### config.mk
export PLATFORM = sky130hd
export DESIGN_NAME = fw_ip2
export DESIGN_NICKNAME = d
export VERILOG_FILES = /design/src/verilog/ip2_sw_pkg.sv /design/src/verilog/ip2_dut_pkg.sv /design/src/verilog/scan_ctrl_if.sv /design/src/verilog/sw_cmd_ctrl.sv /design/src/verilog/bxclk_gen.sv /design/src/verilog/scan_test_seq.sv /design/src/verilog/scan_chain_regs.sv /design/src/verilog/fw_ip2.sv
export SDC_FILE = /design/constraint.sdc
export NUM_CORES = 1
export LEC_CHECK = 0
export ABC_AREA = 1
export BUFFER_PORTS_ARGS = -buffer_cell sky130_fd_sc_hd__buf_2
export CAP_MARGIN = 20
export CORE_MARGIN = 2
export CORE_UTILIZATION = 45
export CTS_CLUSTER_DIAMETER = 40
export DETAILED_ROUTE_END_ITERATION = 7
export PLACE_DENSITY = 0.6
export RECOVER_POWER = 50
export SLEW_MARGIN = 0
export SYNTH_ARGS = -nofsm -noshare
export SYNTH_HDL_FRONTEND = slang
export SYNTH_SLANG_ARGS = --single-unit
### constraint.sdc
create_clock -name fw_axi_clk -period 5.77 [get_ports fw_axi_clk]
set_input_delay 0.2885 -clock fw_axi_clk [delete_from_list [all_inputs] [get_ports fw_axi_clk]]
set_output_delay 0.2885 -clock fw_axi_clk [all_outputs]
set_load 0.005 [all_outputs]
### src/verilog/ip2_sw_pkg.sv
/*
  Software side definitions
  - op-code enum and command field positions
  - static register and execute word layouts
  - status register bit map and execute limits
*/
package ip2_sw_pkg;

  // Op-code order also fixes the status seen-bit of each op
  typedef enum logic [3:0] {
    OP_NOP,
    OP_W_CFG_STATIC,
    OP_R_CFG_STATIC,
    OP_W_CFG_ARRAY,
    OP_R_CFG_ARRAY,
    OP_R_DATA_ARRAY,
    OP_W_STATUS_CLEAR,
    OP_W_EXECUTE
  } sw_op_e;

  // ------------------------------------------------------------
  // Command word fields
  localparam int SW_DATA_W = 24;                 // Command data width
  localparam int ADDR_LSB  = 16;                 // Array address field
  localparam int ADDR_MSB  = 23;
  localparam int ADDR_W    = ADDR_MSB - ADDR_LSB + 1;

  // Static register, low 13 bits, bits 23..13 spare
  typedef struct packed {
    logic       super_pixel_sel;                 // Bit 12
    logic       bx_delay_sign;                   // Bit 11, 1 moves bxclk earlier
    logic [4:0] bx_delay;                        // Bits 10..6
    logic [5:0] bx_period;                       // Bits 5..0, in fw_axi_clk cycles
  } bx_cfg_t;

  // Execute word, fields are not contiguous
  typedef struct packed {
    logic       mask_reset_not;                  // Bit 23
    logic       loopback;                        // Bit 16
    logic [5:0] test_sample;                     // Bits 11..6
    logic [5:0] test_delay;                      // Bits 5..0
  } test_cfg_t;

  // ------------------------------------------------------------
  // Status register bit map
  localparam int STATUS_RESET_BIT = 0;
  localparam int STATUS_OP_LSB    = 1;           // Seen-bits for op 0..7
  localparam int STATUS_DONE_BIT  = 12;
  localparam int STATUS_ERR_BIT   = 31;          // Bad execute configuration

  localparam logic [5:0] MIN_TEST_DELAY = 6'd3;  // Smallest usable test_delay

endpackage

### src/verilog/ip2_dut_pkg.sv
/*
  ASIC side definitions
  - scan chain and array sizes
  - bunch-crossing counter width
  - test1 states and scan_load encoding
*/
package ip2_dut_pkg;

  // ------------------------------------------------------------
  // Chain and array geometry
  localparam int SCAN_BITS   = 64;
  localparam int CFG_WORD_W  = 16;
  localparam int CFG_WORDS   = SCAN_BITS / CFG_WORD_W;    // 4 words
  localparam int CFG_AW      = $clog2(CFG_WORDS);
  localparam int DATA_WORD_W = 32;
  localparam int DATA_WORDS  = SCAN_BITS / DATA_WORD_W;   // 2 words
  localparam int DATA_AW     = $clog2(DATA_WORDS);
  localparam int SHIFT_CNT_W = 7;                         // Holds 0..SCAN_BITS

  localparam int BX_PERIOD_W = 6;                         // bx_cnt and bx_period

  // Test1 sequence
  typedef enum logic [2:0] {
    T1_IDLE,
    T1_DELAY,
    T1_RESET_NOT,
    T1_SHIFT,
    T1_DONE
  } test1_state_e;

  // scan_load level seen by the ASIC
  typedef enum logic {
    SHIFT_REG = 1'b0,                                     // Chain shifts serially
    LOAD_COMP = 1'b1                                      // Parallel load of comparators
  } scan_mode_e;

endpackage

### src/verilog/scan_ctrl_if.sv
/*
  Design internal interfaces
  - scan_ctrl_if: chain strobes from the test sequencer, chain bit 0 back
  - cfg_mem_if: configuration array write port and both readback words
*/
`timescale 1ns/1ns

interface scan_ctrl_if;
  logic load;          // Copy cfg array into input chain
  logic shift;         // Input chain one place towards bit 0
  logic capture;       // Push capture_bit into capture chain MSB
  logic capture_bit;
  logic chain_bit0;    // Bit currently presented on scan_in

  modport master (output load, shift, capture, capture_bit, input chain_bit0);
  modport slave  (input load, shift, capture, capture_bit, output chain_bit0);
endinterface

interface cfg_mem_if;
  import ip2_sw_pkg::*;
  import ip2_dut_pkg::*;

  logic                    wr_en;
  logic [ADDR_W-1:0]       addr;         // Word address for writes and both reads
  logic [CFG_WORD_W-1:0]   wdata;
  logic [2*CFG_WORD_W-1:0] cfg_rdata;    // Word addr+1 above word addr
  logic [DATA_WORD_W-1:0]  data_rdata;

  modport master (output wr_en, addr, wdata, input cfg_rdata, data_rdata);
  modport slave  (input wr_en, addr, wdata, output cfg_rdata, data_rdata);
endinterface

### src/verilog/sw_cmd_ctrl.sv
/*
  Software command controller
  - four-phase req/ack handshake, one op executed per request
  - static register and its unpacking into bx_cfg
  - sticky status register, execute check and start pulse
  - registered readback mux
*/
`timescale 1ns/1ns

module sw_cmd_ctrl (
  input  logic                             fw_axi_clk,
  input  logic                             op_code_w_reset,
  input  logic                             sw_req,
  input  ip2_sw_pkg::sw_op_e               sw_op,
  input  logic [ip2_sw_pkg::SW_DATA_W-1:0] sw_data,
  input  logic                             test_done,
  output logic                             sw_ack,
  output logic [31:0]                      read_data32,
  output logic [31:0]                      read_status32,
  output ip2_sw_pkg::bx_cfg_t              bx_cfg,
  output ip2_sw_pkg::test_cfg_t            test_cfg,
  output logic                             start,
  cfg_mem_if.master                        mem
);
  import ip2_sw_pkg::*;
  import ip2_dut_pkg::*;

  logic [SW_DATA_W-1:0] static_reg;
  logic [31:0]          status_reg;
  logic [31:0]          rd_mux;
  test_cfg_t            exe_cfg;      // Execute word as received
  logic                 exec;         // One cycle per request
  logic                 exe_op;       // Execute while idle
  logic                 delay_ok;
  logic                 launch;
  logic                 busy;         // From start until test_done

  // ------------------------------------------------------------
  // Decode
  assign exec   = sw_req && !sw_ack;  // First edge of a new request
  assign exe_op = exec && (sw_op == OP_W_EXECUTE) && !busy;
  assign launch = exe_op && delay_ok;

  always_comb begin
    exe_cfg.test_delay     = sw_data[5:0];
    exe_cfg.test_sample    = sw_data[11:6];
    exe_cfg.loopback       = sw_data[16];
    exe_cfg.mask_reset_not = sw_data[23];
  end

  // Delay must leave room for RESET_NOT inside the bx period
  assign delay_ok = (exe_cfg.test_delay >= MIN_TEST_DELAY) &&
                    (exe_cfg.test_delay <= bx_cfg.bx_period);

  assign bx_cfg        = bx_cfg_t'(static_reg[$bits(bx_cfg_t)-1:0]);
  assign read_status32 = status_reg;

  // Array port, combinational from the held command
  assign mem.wr_en = exec && (sw_op == OP_W_CFG_ARRAY);
  assign mem.addr  = sw_data[ADDR_MSB:ADDR_LSB];
  assign mem.wdata = sw_data[CFG_WORD_W-1:0];

  always_comb begin
    case (sw_op)
      OP_R_CFG_STATIC: rd_mux = {{(32-SW_DATA_W){1'b0}}, static_reg};  // Zero padded
      OP_R_CFG_ARRAY:  rd_mux = mem.cfg_rdata;
      OP_R_DATA_ARRAY: rd_mux = mem.data_rdata;
      default:         rd_mux = '0;
    endcase
  end

  // ------------------------------------------------------------
  // Handshake, static register and test launch
  always_ff @(posedge fw_axi_clk) begin
    if (op_code_w_reset) begin
      sw_ack     <= 1'b0;
      start      <= 1'b0;
      busy       <= 1'b0;
      static_reg <= '0;
    end else begin
      start <= launch;                            // One-cycle pulse
      if (exec) begin
        sw_ack <= 1'b1;
      end else if (!sw_req) begin
        sw_ack <= 1'b0;                           // Edge after req falls
      end
      if (launch) begin
        busy <= 1'b1;
      end else if (test_done) begin
        busy <= 1'b0;
      end
      if (exec && sw_op == OP_W_CFG_STATIC) begin
        static_reg <= sw_data;
      end
    end
  end

  always_ff @(posedge fw_axi_clk) begin
    if (exec) begin
      read_data32 <= rd_mux;                      // Valid with sw_ack
    end
    if (launch) begin
      test_cfg <= exe_cfg;                        // Held for the whole test
    end
  end

  // ------------------------------------------------------------
  // Sticky status, clear wins over every set
  always_ff @(posedge fw_axi_clk) begin
    if (op_code_w_reset) begin
      status_reg                   <= '0;
      status_reg[STATUS_RESET_BIT] <= 1'b1;
    end else if (exec && sw_op == OP_W_STATUS_CLEAR) begin
      status_reg <= '0;
    end else begin
      if (exec) begin
        status_reg[STATUS_OP_LSB + int'(sw_op)] <= 1'b1;   // Op seen
      end
      if (test_done) begin
        status_reg[STATUS_DONE_BIT] <= 1'b1;
      end
      if (launch) begin
        status_reg[STATUS_DONE_BIT] <= 1'b0;
        status_reg[STATUS_ERR_BIT]  <= 1'b0;
      end else if (exe_op) begin
        status_reg[STATUS_ERR_BIT] <= 1'b1;       // Bad delay, nothing started
      end
    end
  end

endmodule

### src/verilog/bxclk_gen.sv
/*
  Bunch-crossing clock generator
  - bx_cnt runs 1..bx_period, held at 0 for periods below 2
  - bxclk_ana high in the first half of each period
  - bxclk the same wave shifted by bx_delay, either direction
*/
`timescale 1ns/1ns

module bxclk_gen (
  input  logic                                fw_axi_clk,
  input  logic                                op_code_w_reset,
  input  ip2_sw_pkg::bx_cfg_t                 bx_cfg,
  output logic [ip2_dut_pkg::BX_PERIOD_W-1:0] bx_cnt,
  output logic                                bx_wrap,
  output logic                                bxclk_ana,
  output logic                                bxclk
);
  import ip2_dut_pkg::*;

  logic [BX_PERIOD_W:0] period;    // Extra MSB keeps the phase sums
  logic [BX_PERIOD_W:0] cnt;
  logic [BX_PERIOD_W:0] dly;
  logic [BX_PERIOD_W:0] half;
  logic [BX_PERIOD_W:0] phase;     // Counter position as bxclk sees it
  logic                 running;

  assign period  = {1'b0, bx_cfg.bx_period};
  assign cnt     = {1'b0, bx_cnt};
  assign dly     = (BX_PERIOD_W+1)'(bx_cfg.bx_delay);
  assign half    = period >> 1;
  assign running = (bx_cnt != '0);

  // ------------------------------------------------------------
  // Counter, also wraps at once if the period is shortened
  always_ff @(posedge fw_axi_clk) begin
    if (op_code_w_reset || bx_cfg.bx_period < BX_PERIOD_W'(2)) begin
      bx_cnt <= '0;
    end else if (bx_cnt >= bx_cfg.bx_period) begin
      bx_cnt <= BX_PERIOD_W'(1);
    end else begin
      bx_cnt <= bx_cnt + 1'b1;
    end
  end

  assign bx_wrap = running && (bx_cnt == bx_cfg.bx_period);

  // Delay modulo the period, one fold is enough for delay up to a period
  always_comb begin
    if (bx_cfg.bx_delay_sign) begin
      phase = cnt + dly;                          // Earlier
    end else begin
      phase = cnt + period - dly;                 // Later
    end
    if (phase > period) begin
      phase = phase - period;
    end
  end

  assign bxclk_ana = running && (cnt <= half);
  assign bxclk     = running && (phase <= half);

endmodule

### src/verilog/scan_test_seq.sv
/*
  Test1 sequencer
  - delay to test_delay, reset_not low for one bx period
  - loads the input chain, then 64 shifts, one per bx period
  - captures scan_out or looped scan_in at test_sample
*/
`timescale 1ns/1ns

module scan_test_seq (
  input  logic                                fw_axi_clk,
  input  logic                                op_code_w_reset,
  input  logic                                start,
  input  ip2_sw_pkg::test_cfg_t               test_cfg,
  input  logic [ip2_dut_pkg::BX_PERIOD_W-1:0] bx_cnt,
  input  logic                                bx_wrap,
  input  logic                                scan_out,
  output logic                                done,
  output logic                                reset_not,
  output logic                                scan_in,
  output logic                                scan_load,
  scan_ctrl_if.master                         scan
);
  import ip2_dut_pkg::*;

  test1_state_e           state;
  logic [SHIFT_CNT_W-1:0] shift_cnt;
  logic                   at_delay;     // Counter at the programmed phase

  assign at_delay = (bx_cnt == test_cfg.test_delay);

  // ------------------------------------------------------------
  // State register
  always_ff @(posedge fw_axi_clk) begin
    if (op_code_w_reset) begin
      state     <= T1_IDLE;
      shift_cnt <= '0;
    end else begin
      case (state)
        T1_IDLE: if (start) state <= T1_DELAY;
        T1_DELAY: if (at_delay) state <= T1_RESET_NOT;
        T1_RESET_NOT: begin
          // Same phase again means one full period has passed
          if (at_delay) begin
            state     <= T1_SHIFT;
            shift_cnt <= '0;
          end
        end
        T1_SHIFT: begin
          if (bx_wrap) begin
            shift_cnt <= shift_cnt + 1'b1;
            if (shift_cnt == SHIFT_CNT_W'(SCAN_BITS - 1)) begin
              state <= T1_DONE;           // Last bit shifted out
            end
          end
        end
        T1_DONE: state <= T1_IDLE;
        default: state <= T1_IDLE;
      endcase
    end
  end

  // ------------------------------------------------------------
  // Outputs, idle values outside the test
  always_comb begin
    done          = 1'b0;
    reset_not     = 1'b1;
    scan_load     = SHIFT_REG;
    scan_in       = 1'b0;
    scan.load     = 1'b0;
    scan.shift    = 1'b0;
    scan.capture  = 1'b0;
    case (state)
      T1_DELAY: scan_load = LOAD_COMP;
      T1_RESET_NOT: begin
        reset_not = test_cfg.mask_reset_not;    // Masked keeps the ASIC out of reset
        scan_load = LOAD_COMP;
        scan.load = at_delay;                   // Last cycle of the state
      end
      T1_SHIFT: begin
        scan_in      = scan.chain_bit0;
        scan.shift   = bx_wrap;
        // Sample phase above test_delay also catches bit 0
        scan.capture = (bx_cnt == test_cfg.test_sample);
      end
      T1_DONE: done = 1'b1;
      default: done = 1'b0;
    endcase
    scan.capture_bit = test_cfg.loopback ? scan_in : scan_out;
  end

endmodule

### src/verilog/scan_chain_regs.sv
/*
  Scan chain storage
  - configuration array written from software
  - input chain, loaded from the array and shifted towards bit 0
  - capture chain, filled from the MSB
  - array and data readback ports
*/
`timescale 1ns/1ns

module scan_chain_regs (
  input  logic       fw_axi_clk,
  input  logic       op_code_w_reset,
  cfg_mem_if.slave   mem,
  scan_ctrl_if.slave scan
);
  import ip2_sw_pkg::*;
  import ip2_dut_pkg::*;

  logic [CFG_WORD_W-1:0] cfg_array [CFG_WORDS];
  logic [SCAN_BITS-1:0]  cfg_flat;           // Word 0 in the low bits
  logic [SCAN_BITS-1:0]  in_chain;
  logic [SCAN_BITS-1:0]  cap_chain;
  logic [ADDR_W:0]       addr_hi;            // addr + 1 with carry

  // Configuration array, writes past the end are dropped
  always_ff @(posedge fw_axi_clk) begin
    if (mem.wr_en && mem.addr < ADDR_W'(CFG_WORDS)) begin
      cfg_array[mem.addr[CFG_AW-1:0]] <= mem.wdata;
    end
  end

  always_comb begin
    for (int i = 0; i < CFG_WORDS; i++) begin
      cfg_flat[i*CFG_WORD_W +: CFG_WORD_W] = cfg_array[i];
    end
  end

  // ------------------------------------------------------------
  // Chains
  always_ff @(posedge fw_axi_clk) begin
    if (op_code_w_reset) begin
      in_chain  <= '0;
      cap_chain <= '0;
    end else begin
      if (scan.load) begin
        in_chain <= cfg_flat;                                  // Word 0 bit 0 goes first
      end else if (scan.shift) begin
        in_chain <= {1'b0, in_chain[SCAN_BITS-1:1]};
      end
      if (scan.capture) begin
        cap_chain <= {scan.capture_bit, cap_chain[SCAN_BITS-1:1]};  // First bit ends at bit 0
      end
    end
  end

  assign scan.chain_bit0 = in_chain[0];

  // ------------------------------------------------------------
  // Readback, missing words read as zero
  assign addr_hi = {1'b0, mem.addr} + 1'b1;

  always_comb begin
    mem.cfg_rdata = '0;
    if (mem.addr < ADDR_W'(CFG_WORDS)) begin
      mem.cfg_rdata[CFG_WORD_W-1:0] = cfg_array[mem.addr[CFG_AW-1:0]];
    end
    if (addr_hi < (ADDR_W+1)'(CFG_WORDS)) begin
      mem.cfg_rdata[2*CFG_WORD_W-1:CFG_WORD_W] = cfg_array[addr_hi[CFG_AW-1:0]];
    end
    mem.data_rdata = '0;
    if (mem.addr < ADDR_W'(DATA_WORDS)) begin
      mem.data_rdata = cap_chain[mem.addr[DATA_AW-1:0]*DATA_WORD_W +: DATA_WORD_W];
    end
  end

endmodule

### src/verilog/fw_ip2.sv
/*
  Scan-chain tester firmware top
  - software command port with req/ack handshake
  - bunch-crossing clocks and ASIC scan signals
  - command controller, clock generator, test1 sequencer, chain storage
*/
`timescale 1ns/1ns

module fw_ip2 (
  input  logic                             fw_axi_clk,
  input  logic                             op_code_w_reset,
  input  logic                             sw_req,
  input  ip2_sw_pkg::sw_op_e               sw_op,
  input  logic [ip2_sw_pkg::SW_DATA_W-1:0] sw_data,
  input  logic                             scan_out,
  output logic                             sw_ack,
  output logic [31:0]                      read_data32,
  output logic [31:0]                      read_status32,
  output logic                             super_pixel_sel,
  output logic                             reset_not,
  output logic                             scan_in,
  output logic                             scan_load,
  output logic                             bxclk_ana,
  output logic                             bxclk
);
  import ip2_sw_pkg::*;
  import ip2_dut_pkg::*;

  bx_cfg_t                bx_cfg;      // Clock setup from the static register
  test_cfg_t              test_cfg;
  logic                   start;
  logic                   test_done;
  logic [BX_PERIOD_W-1:0] bx_cnt;
  logic                   bx_wrap;

  scan_ctrl_if scan_if ();
  cfg_mem_if   mem_if ();

  // ------------------------------------------------------------
  sw_cmd_ctrl u_cmd (
    .fw_axi_clk      (fw_axi_clk),
    .op_code_w_reset (op_code_w_reset),
    .sw_req          (sw_req),
    .sw_op           (sw_op),
    .sw_data         (sw_data),
    .test_done       (test_done),
    .sw_ack          (sw_ack),
    .read_data32     (read_data32),
    .read_status32   (read_status32),
    .bx_cfg          (bx_cfg),
    .test_cfg        (test_cfg),
    .start           (start),
    .mem             (mem_if.master)
  );

  bxclk_gen u_bxclk (
    .fw_axi_clk      (fw_axi_clk),
    .op_code_w_reset (op_code_w_reset),
    .bx_cfg          (bx_cfg),
    .bx_cnt          (bx_cnt),
    .bx_wrap         (bx_wrap),
    .bxclk_ana       (bxclk_ana),
    .bxclk           (bxclk)
  );

  scan_test_seq u_test1 (
    .fw_axi_clk      (fw_axi_clk),
    .op_code_w_reset (op_code_w_reset),
    .start           (start),
    .test_cfg        (test_cfg),
    .bx_cnt          (bx_cnt),
    .bx_wrap         (bx_wrap),
    .scan_out        (scan_out),
    .done            (test_done),
    .reset_not       (reset_not),
    .scan_in         (scan_in),
    .scan_load       (scan_load),
    .scan            (scan_if.master)
  );

  scan_chain_regs u_chain (
    .fw_axi_clk      (fw_axi_clk),
    .op_code_w_reset (op_code_w_reset),
    .mem             (mem_if.slave),
    .scan            (scan_if.slave)
  );

  assign super_pixel_sel = bx_cfg.super_pixel_sel;   // Static bit straight to the ASIC

endmodule

==> metrics.yaml, run 1 <==
status: "complete, but fails checks"
violations: "capacitance limit, slew limit"
p_per_area_nw_per_um2: 331
hold_viol: 0
mostFrequentLayoutCell: "nand2_1"
avgSynthCellArea_um2: 8.23
grt_max_degree: 104
crit_fanout: 8
clk_latency_ns: 0.55
hpwl_um: 28900
die_h_um: 186
rr_endpoint: "u_cmd.test_cfg[8]$_DFFE_PP_"
root_buffer: "clkbuf_16"
row_count: 66
cp.arrival_ns: 4.92
cts_sinks: 313
ir_drop_mv: 0.238
final_util: 0.530
syn_to_final_growth_pct: 15.6
leakage_nw: 6.56
ant_nets: 0
grtUsageTotal: 0.252
netlist-cell-type-count: 52
r2r-start: "u_cmd.sw_ack$_SDFFE_PP0P_"
nNetsFinal: 1981
die_width_um: 186
max_stage_delay_ns: 0.55
slew_headroom: -1.30
path_clk_slew_ns: 0.06
grt_pass1_wl_um: 67100
dp.cells: 2282
min_from: "sw_data[20]"
synth_area_leaders: "dfxtp_1, edfxtp_1, nand2_1, a21oi_1, o21ai_0"
h-tree-depth: 2
synth_top_cell_area_share: 0.272
drive_gt1_frac: 0.106
critPathBufInv: 5
r2r_cells: 8
io_pins: 103
worstSetupPathType: "register to output pin"
yosysWarnings: 0
min_period_ns: 5.21
wl_per_cell_um: 18.2
worstHoldPathType: "input port to register"
vias: 12800
syn_nets: 1903
grt_pass1_vias: 12100
portBuffers: 102
ys_seq_elements: 313
first_pass_iters: 6
cap_viol_max_count: 5
critPathTopFamily: "adder cells"
fin_cells: 2376
worstMarginPinSlew_ns: 3.45
worstHoldEndpoint: "u_cmd.static_reg[20]$_SDFFE_PP0P_"
routed_via_density: 5.38
yosysTopAreaCell: "dfxtp_1"
timing.fmax_mhz: 192
synth_flop_cell: "dfxtp_1"
cp_slowest_cell: "fa_1"
mostFrequentLayoutCells: "nand2_1, a21oi_1, o21ai_0"
cts_tree: "yes"
start_kind: "register"
antenna_found_initial: 3
core_um2: 32600
hold_depth: 3
rsz0062_at_grt: "no"
skew_ns: 0.0195
routed_wirelength_um: 43300
clock_path_buffers: 3
finalSetupViolations: 0
async_reset_ff_frac: 0
finalMaxSlewViolations: 308
start_util: 0.458
cp-end-kind: "output pin"
crit_required_ns: 5.48
ff2ff_setup_slack_ns: 1.12
ys_seq_area_frac: 0.493
setup_tns_ns: 0
gp_congestion: 0.853
crit_top_cell: "nand2_1"
synth-edff-count: 110
dr.first_iter.drc_count: 1151
overflow: 0
drc: 0
die_area_um2: 34700
syn_area_um2: 15000
syn_inst: 1816
numCtsBuffers: 47
min_period_over_period: 0.903
## worst max-delay path by stage
stage | start | endpoint | slack, ns | depth (start not counted)
floorplan | u_bxclk.bx_cnt[1]$_SDFF_PP0_ | bxclk | 1.37 | 25
global placement | u_bxclk.bx_cnt[1]$_SDFF_PP0_ | bxclk | 0.70 | 27
CTS | u_bxclk.bx_cnt[3]$_SDFF_PP0_ | bxclk | 0.15 | 29
finish | u_cmd.static_reg[1]$_SDFFE_PP0P_ | bxclk | 0.56 | 28
detailed placement | u_cmd.static_reg[1]$_SDFFE_PP0P_ | bxclk | 0.74 | 27
global route | u_cmd.static_reg[1]$_SDFFE_PP0P_ | bxclk | 0.02 | 27
## tightest hold or removal path: stages
cell and delay [ns]:
buf_2 0.12, nand3_1 0.08, a21oi_1 0.06
## cells by family (layout without fill, tap and decap cells)
logic type               after synthesis  in the layout  share of synthesized area
XOR/XNOR                              20             20                     0.0117
multiplexers                           2              2                    0.00134
other                                  0              2                          0
AO/OA/AOI/OAI                        520            520                      0.192
flip-flops                           313            313                      0.493
buffers and inverters                303            419                     0.0842
AND/OR/NAND/NOR                      603            603                      0.169
adder cells (fa/ha/maj)               55             55                     0.0495
## cells in the mapped netlist (5+ instances only)
cell type and n:
nand2_1 337, buf_1 6, edfxtp_1 110, ha_1 48, xnor2_1 8, nand2_2 22, o21ai_1 15, inv_1 196
o211ai_1 10, fa_1 7, nor3_1 10, clkbuf_1 60, o221ai_1 21, a21oi_2 21, a31oi_1 5, a32o_1 7
buf_6 7, xor2_1 12, a21oi_1 217, dfxtp_1 203, nand4_1 10, o21ai_0 211, nor2_1 151, buf_2 21
nand3_1 49
## area by class of cell
class / instances / area [um^2]
fillers: 3140 / 15300
multi-input cells: 1200 / 6320
repair buffers: 127 / 617
flip-flops and latches: 313 / 7380
clock buffers: 57 / 1290
well taps: 442 / 553
clock inverters: 30 / 353
diodes: 2 / 5.00
inverters: 205 / 774
## stage by stage
step / setup slack (ns) / hold slack (ns) / area, um^2 / total power, W
3_3_place_gp: 0.699 / 0.413 / 15700 / 0.00282
2_1_floorplan: 1.37 / 0.387 / 15000 / 0.00268
3_5_place_dp: 0.740 / 0.419 / 15700 / 0.00283
4_1_cts: 0.151 / 0.0220 / 17400 / 0.00577
5_1_grt: 0.0174 / 0.0482 / 17300 / 0.00593
6_report: 0.562 / 0.0543 / 17300 / 0.00573
## metal layers
layer  vias to the layer above  wire (um)  GRT usage
li1                       6249          -          -
met1                      5995      19100      0.342
met4                         2       1260     0.0809
met5                         -         11          0
met2                       443      19900      0.409
met3                        88       3030     0.0452
## what timing repair did
item	in CTS	in global routing
setup buffers	0	2
endpoints found under the setup margin	0	1
endpoints found under the hold margin	9	0
resized for setup	0	11
hold buffers	3	0
## power breakdown
part / switching [W] / internal (W)
sequential: 0.0000154 / 0.00230
clock: 0.00107 / 0.00188
combinational: 0.000313 / 0.000154
No activity file was read; power rests on OpenSTA's default activity.
==> inputs of run 2 (changes only) <==
--- a/config.mk
+++ b/config.mk
@@ -16,3 +16,3 @@
 export RECOVER_POWER = 50
-export SLEW_MARGIN = 0
+export SLEW_MARGIN = 20
 export SYNTH_ARGS = -nofsm -noshare
==> constraint.sdc (replaced) <==
create_clock -name fw_axi_clk -period 5.77 [get_ports fw_axi_clk]
set_input_delay 1.154 -clock fw_axi_clk [delete_from_list [all_inputs] [get_ports fw_axi_clk]]
set_output_delay 1.154 -clock fw_axi_clk [all_outputs]
set_load 0.005 [all_outputs]
==> run 2 against run 1 <==
  * Sequential share of layout area shrank 0.74 points
  * Maximum frequency fell by 9.5%
  * Power shrank 0.72%
  * Critical path type unchanged
  * Count of clock-buffer cells in the layout fell by 3
  * Non-clock buffer count increased by 22
  * The run still ends with capacitance limit, slew limit left
  * Critical path depth is 1 lower
  * Die area unchanged
  * Largest power group unchanged
  * Worst hold slack gained 0.37 ns
  * Final cell count increased by 0.84%
  * Routed wire length grew 0.28%
  * Global-route usage barely moved
==> metrics.yaml, run 2 (synthesis results as in run 1) <==
status: "complete, but fails checks"
violations: "capacitance limit, slew limit"
clk_latency_ns: 0.56  # about the same
ir_drop_mv: 0.215  # -9.7%
grt_pass1_vias: 12100  # +0.31%
h-tree-depth: 2  # unchanged
cap_viol_max_count: 4  # -1
critPathBufInv: 6  # +1
fin_cells: 2396  # +0.84%
io_pins: 103  # unchanged
row_count: 66  # unchanged
vias: 12800  # +0.27%
cp-end-kind: "output pin"
overflow: 0  # unchanged
antenna_found_initial: 3  # unchanged
final_util: 0.539  # +0.00863
clock_path_buffers: 3  # unchanged
grtUsageTotal: 0.252  # +0.000379
ant_nets: 0  # unchanged
cp_slowest_cell: "fa_1"
finalMaxSlewViolations: 203  # -34%
leakage_nw: 6.67  # +1.7%
crit_required_ns: 4.62  # -0.86 ns
hold_viol: 0  # unchanged
start_kind: "register"
finalSetupViolations: 0  # unchanged
grt_use_met3: 0.0660  # +0.0208
dp.cells: 2297  # +0.66%
min_period_over_period: 0.998  # +0.0951
critPathTopFamily: "adder cells"
grt_use_met2: 0.396  # -0.0134
die_area_um2: 34700  # unchanged
die_h_um: 186  # unchanged
wl_per_cell_um: 18.1  # -0.56%
cts_tree: "yes"
worstSetupPathType: "register to output pin"
portBuffers: 102  # unchanged
setup_tns_ns: 0  # unchanged
root_buffer: "clkbuf_16"
crit_fanout: 7  # -1
cts_sinks: 313  # unchanged
mostFrequentLayoutCells: "nand2_1, a21oi_1, o21ai_0"
nNetsFinal: 2001  # +1.0%
timing.fmax_mhz: 174  # -9.5%
p_per_area_nw_per_um2: 324  # -2.3%
start_util: 0.458  # unchanged
mostFrequentLayoutCell: "nand2_1"
drc: 0  # unchanged
dp_slack_ns: 0.0396  # -0.700 ns
fillers: 3139  # -0.032%
min_period_ns: 5.76  # +0.549 ns
drive_gt1_frac: 0.138  # +0.0323
grt_max_degree: 104  # unchanged
hpwl_um: 29000  # +0.44%
first_pass_iters: 5  # -1
rsz0062_at_grt: "yes"
dr.first_iter.drc_count: 1128  # -2.0%
layout_setup_ws_ns: 0.0135  # -0.549 ns
gp_congestion: 0.854  # +0.18%
crit_top_cell: "nand2_1"
skew_ns: 0.0166  # -0.00292 ns
core_um2: 32600  # unchanged
die_width_um: 186  # unchanged
grt_pass1_wl_um: 67100  # about the same
grt_util_met1: 0.335  # -0.00704
worstHoldPathType: "register to register"
worstMarginPinSlew_ns: 4.11  # +0.665 ns
power_w: 0.00569  # -0.72%
syn_to_final_growth_pct: 17.5
numCtsBuffers: 45  # -4.3%
hold_buffers: 0  # -3
routed_wirelength_um: 43500  # +0.28%
path_clk_slew_ns: 0.05  # about the same
slew_headroom: -1.74  # -0.443
top_usage_layer: "met2"
routed_via_density: 5.35  # -0.57%
cp.arrival_ns: 4.60  # -0.32 ns
max_stage_delay_ns: 0.56  # about the same
==> run 2: cell count changes in the layout (fill, tap and decap cells not counted), moves of 5 or more <==
cell	delta
buf_4	+23
clkbuf_1	-8
ha_1	-8
o21ai_0	-8
buf_2	+7
ha_4	+7
nand2_1	-6
o21ai_2	+6
inv_1	-5
nand2_2	+5
==> run 2: per-layer routing <==
layer  vias to the layer above  part of all wire
li1                       6297                 -
met1                      6022              0.45
met2                       412              0.45
met3                        80             0.076
met4                         0             0.033
met5                         -                 0
==> run 2: final cells by class <==
type,instances,area [um^2],area share
inverters,205,777,0.0442
flip-flops and latches,313,7370,0.419
clock buffers,54,1250,0.0713
clock inverters,30,303,0.0172
well taps,442,553,0.0315
repair buffers,149,777,0.0442
multi-input cells,1200,6530,0.372
diodes,3,7.51,0.000427
==> run 2: path summary, 6_finish.rpt <==
path         cells past startpoint                                  from  slack [ns]                                   end
min reg2reg                      2  u_cmd.read_status32[22]$_SDFFE_PP0P_        0.42  u_cmd.read_status32[22]$_SDFFE_PP0P_
min                              2  u_cmd.read_status32[22]$_SDFFE_PP0P_        0.42  u_cmd.read_status32[22]$_SDFFE_PP0P_
max                             27      u_cmd.static_reg[1]$_SDFFE_PP0P_        0.01                                 bxclk
max reg2reg                      7             u_cmd.sw_ack$_SDFFE_PP0P_        1.85           u_cmd.test_cfg[1]$_DFFE_PP_
==> run 2: worst register-to-register path: stages (launching register included) <==
cell and delay (ns):
dfxtp_1 0.30, nor2_1 1.19, inv_1 0.32, nor3_1 0.57, nand3b_1 0.26, a21oi_1 0.18
nand2_1 0.21, inv_1 0.52
==> run 2: where the power goes <==
group          internal (W)  switching [W]  total, W
sequential          0.00230      0.0000146   0.00232
clock               0.00171        0.00109   0.00280
combinational      0.000216       0.000357  0.000573
total               0.00423        0.00146   0.00569
==> run 2: through the flow <==
stage	hold WS (ns)	area (um^2)
2_1_floorplan	0.425	15000
3_3_place_gp	0.412	15800
3_5_place_dp	0.417	15800
4_1_cts	0.426	17500
5_1_grt	0.445	17600
6_report	0.425	17600
==> run 2: repair_timing <==
action | 4_1_cts | 5_1_grt
endpoints found under the setup margin | 1 | 1
pin swaps | 15 | 22
buffers inserted | 5 | 7
gates resized for setup | 34 | 24
==> inputs of run 3 (changes only) <==
CORE_MARGIN = not set   (was 2)
PLACE_DENSITY = 0.63   (was 0.6)
clock period = 4.95 ns   (was 5.77 ns; I/O delays follow)
==> run 3 against run 2 <==
  * The run ends with capacitance limit, slew limit, setup timing left
  * Clock power rose by 19%
  * Sequential power rose by 16%
  * Clock skew up 0.0054 ns
  * Sequential share of layout area fell by 0.44 points
==> metrics.yaml, run 3 (synthesis results as in run 1) <==
crit_required_ns: 3.96  # -0.66 ns
cp_slowest_cell: "fa_1"
grt_max_degree: 94  # -9.6%
grt_pass1_wl_um: 66700  # -0.72%
gp_congestion: 0.877  # +2.6%
cap_viol_max_count: 4  # unchanged
min_period_over_period: 1.11
row_count: 66  # unchanged
core_um2: 32600  # unchanged
cp-end-kind: "output pin"
start_kind: "register"
mostFrequentLayoutCells: "nand2_1, a21oi_1, o21ai_0"
clock_path_buffers: 3  # unchanged
antenna_found_initial: 1  # -2
grt_pass1_vias: 12000  # -0.98%
layout_setup_ws_ns: -0.527  # -0.540 ns
dr.first_iter.drc_count: 1159  # +2.7%
leakage_nw: 6.80  # +2.0%
die_area_um2: 34000  # -2.1%
worstSetupPathType: "register to output pin"
p_per_area_nw_per_um2: 378  # +17%
hold_depth: 2  # unchanged
finalMaxSlewViolations: 177  # -13%
io_pins: 103  # unchanged
grtUsageTotal: 0.254  # +0.00216
die_width_um: 184  # -1.1%
cts_sinks: 313  # unchanged
rsz0062_at_grt: "yes"
die_h_um: 184  # -1.1%
portBuffers: 102  # unchanged
timing.fmax_mhz: 183
drive_gt1_frac: 0.153  # +0.0147
vias: 13000  # +1.1%
finalSetupViolations: 1  # +1
nNetsFinal: 2018  # +0.85%
holdWs_ns: 0.424  # -0.000505 ns
final_util: 0.545  # +0.00602
ant_nets: 0  # unchanged
max_stage_delay_ns: 0.55  # about the same
dp_slack_ns: -0.327  # -0.367 ns
wl_per_cell_um: 17.8  # -1.9%
start_util: 0.458  # unchanged
path_clk_slew_ns: 0.06  # about the same
routed_via_density: 5.38  # +0.55%
numCtsBuffers: 44  # -2.2%
min_from: "u_cmd.read_status32[26]$_SDFFE_PP0P_"
worstMarginPinSlew_ns: 2.57  # -1.54 ns
rr_endpoint: "u_chain.cfg_array[0][6]$_DFFE_PP_"
clk_latency_ns: 0.54  # -0.02 ns
skew_ns: 0.0220  # +0.00537 ns
cts_tree: "yes"
drc: 0  # unchanged
root_buffer: "clkbuf_16"
power_w: 0.00671  # +18%
ff2ff_setup_slack_ns: 1.09  # -0.76 ns
critPathTopFamily: "adder cells"
r2r_cells: 6  # -1
first_pass_iters: 5  # unchanged
cp.arrival_ns: 4.49  # -0.11 ns
critPathBufInv: 5  # -1
hpwl_um: 28500  # -1.6%
overflow: 0  # unchanged
status: "complete, but fails checks"
r2r-start: "u_cmd.sw_ack$_SDFFE_PP0P_"
worstHoldPathType: "register to register"
violations: "capacitance limit, slew limit, setup timing"
min_period_ns: 5.48
mostFrequentLayoutCell: "nand2_1"
worstHoldEndpoint: "u_cmd.read_status32[26]$_SDFFE_PP0P_"
ir_drop_mv: 0.210  # -2.1%
hold_viol: 0  # unchanged
syn_to_final_growth_pct: 18.8
h-tree-depth: 2  # unchanged
routed_wirelength_um: 42900  # -1.4%
crit_fanout: 7  # unchanged
hold_buffers: 0  # unchanged
slew_headroom: -0.714  # +1.03
[run 3: per-stage QoR]
step                cells  cell area, um^2  setup TNS (ns)
CTS                  2407            17800          -0.595
detailed placement   2325            16000          -0.327
finish               2409            17800          -0.527
global placement     2325            16000          -0.310
floorplan            1816            15000               0
global route         2408            17800           -1.88
[run 3: power breakdown]
group / internal (W) / switching (W) / leakage (nW)
sequential: 0.00269 / 0.0000164 / 2.66
combinational: 0.000266 / 0.000420 / 3.38
clock: 0.00210 / 0.00122 / 0.761
[run 3: how the worst max path moves through the flow]
stage / end / from / cells past startpoint / slack (ns)
after detailed placement: bxclk / u_cmd.static_reg[3]$_SDFFE_PP0P_ / 31 / -0.33
final: bxclk / u_cmd.static_reg[1]$_SDFFE_PP0P_ / 28 / -0.53
after global placement: bxclk / u_cmd.static_reg[1]$_SDFFE_PP0P_ / 29 / -0.31
after global routing: bxclk / u_cmd.static_reg[1]$_SDFFE_PP0P_ / 29 / -0.79
after floorplan: bxclk / u_bxclk.bx_cnt[1]$_SDFF_PP0_ / 25 / 0.02
after CTS: bxclk / u_bxclk.bx_cnt[1]$_SDFF_PP0_ / 31 / -0.60
[run 3: cell type report]
type	count	area [um^2]
antenna	1	2.50
clock buffer	51	1180
clock inverter	30	395
fill	3102	14900
inverter	205	777
multi-input combinational	1200	6550
sequential	313	7370
tap	442	553
timing repair buffer	167	937
[run 3: what timing repair did]
| action | 4_1_cts | 5_1_grt |
|---|---|---|
| pin swaps | 23 | 27 |
| buffers inserted | 2 | 2 |
| resized for setup | 37 | 26 |
| setup endpoints to repair | 1 | 1 |
[run 3: routing by layer]
metal / GRT usage / share of wire
met4: 0.0850 / 0.028
met5: 0 / 0
met3: 0.0504 / 0.072
met2: 0.402 / 0.45
met1: 0.348 / 0.45
[run 3: worst reg2reg max path: stages (launching register included)]
cell and delay [ns]:
dfxtp_1 0.31, nor2_1 0.13, clkbuf_1 1.57, nand3_1 0.39, or2_2 0.49, nor2_1 0.31
buf_4 0.33
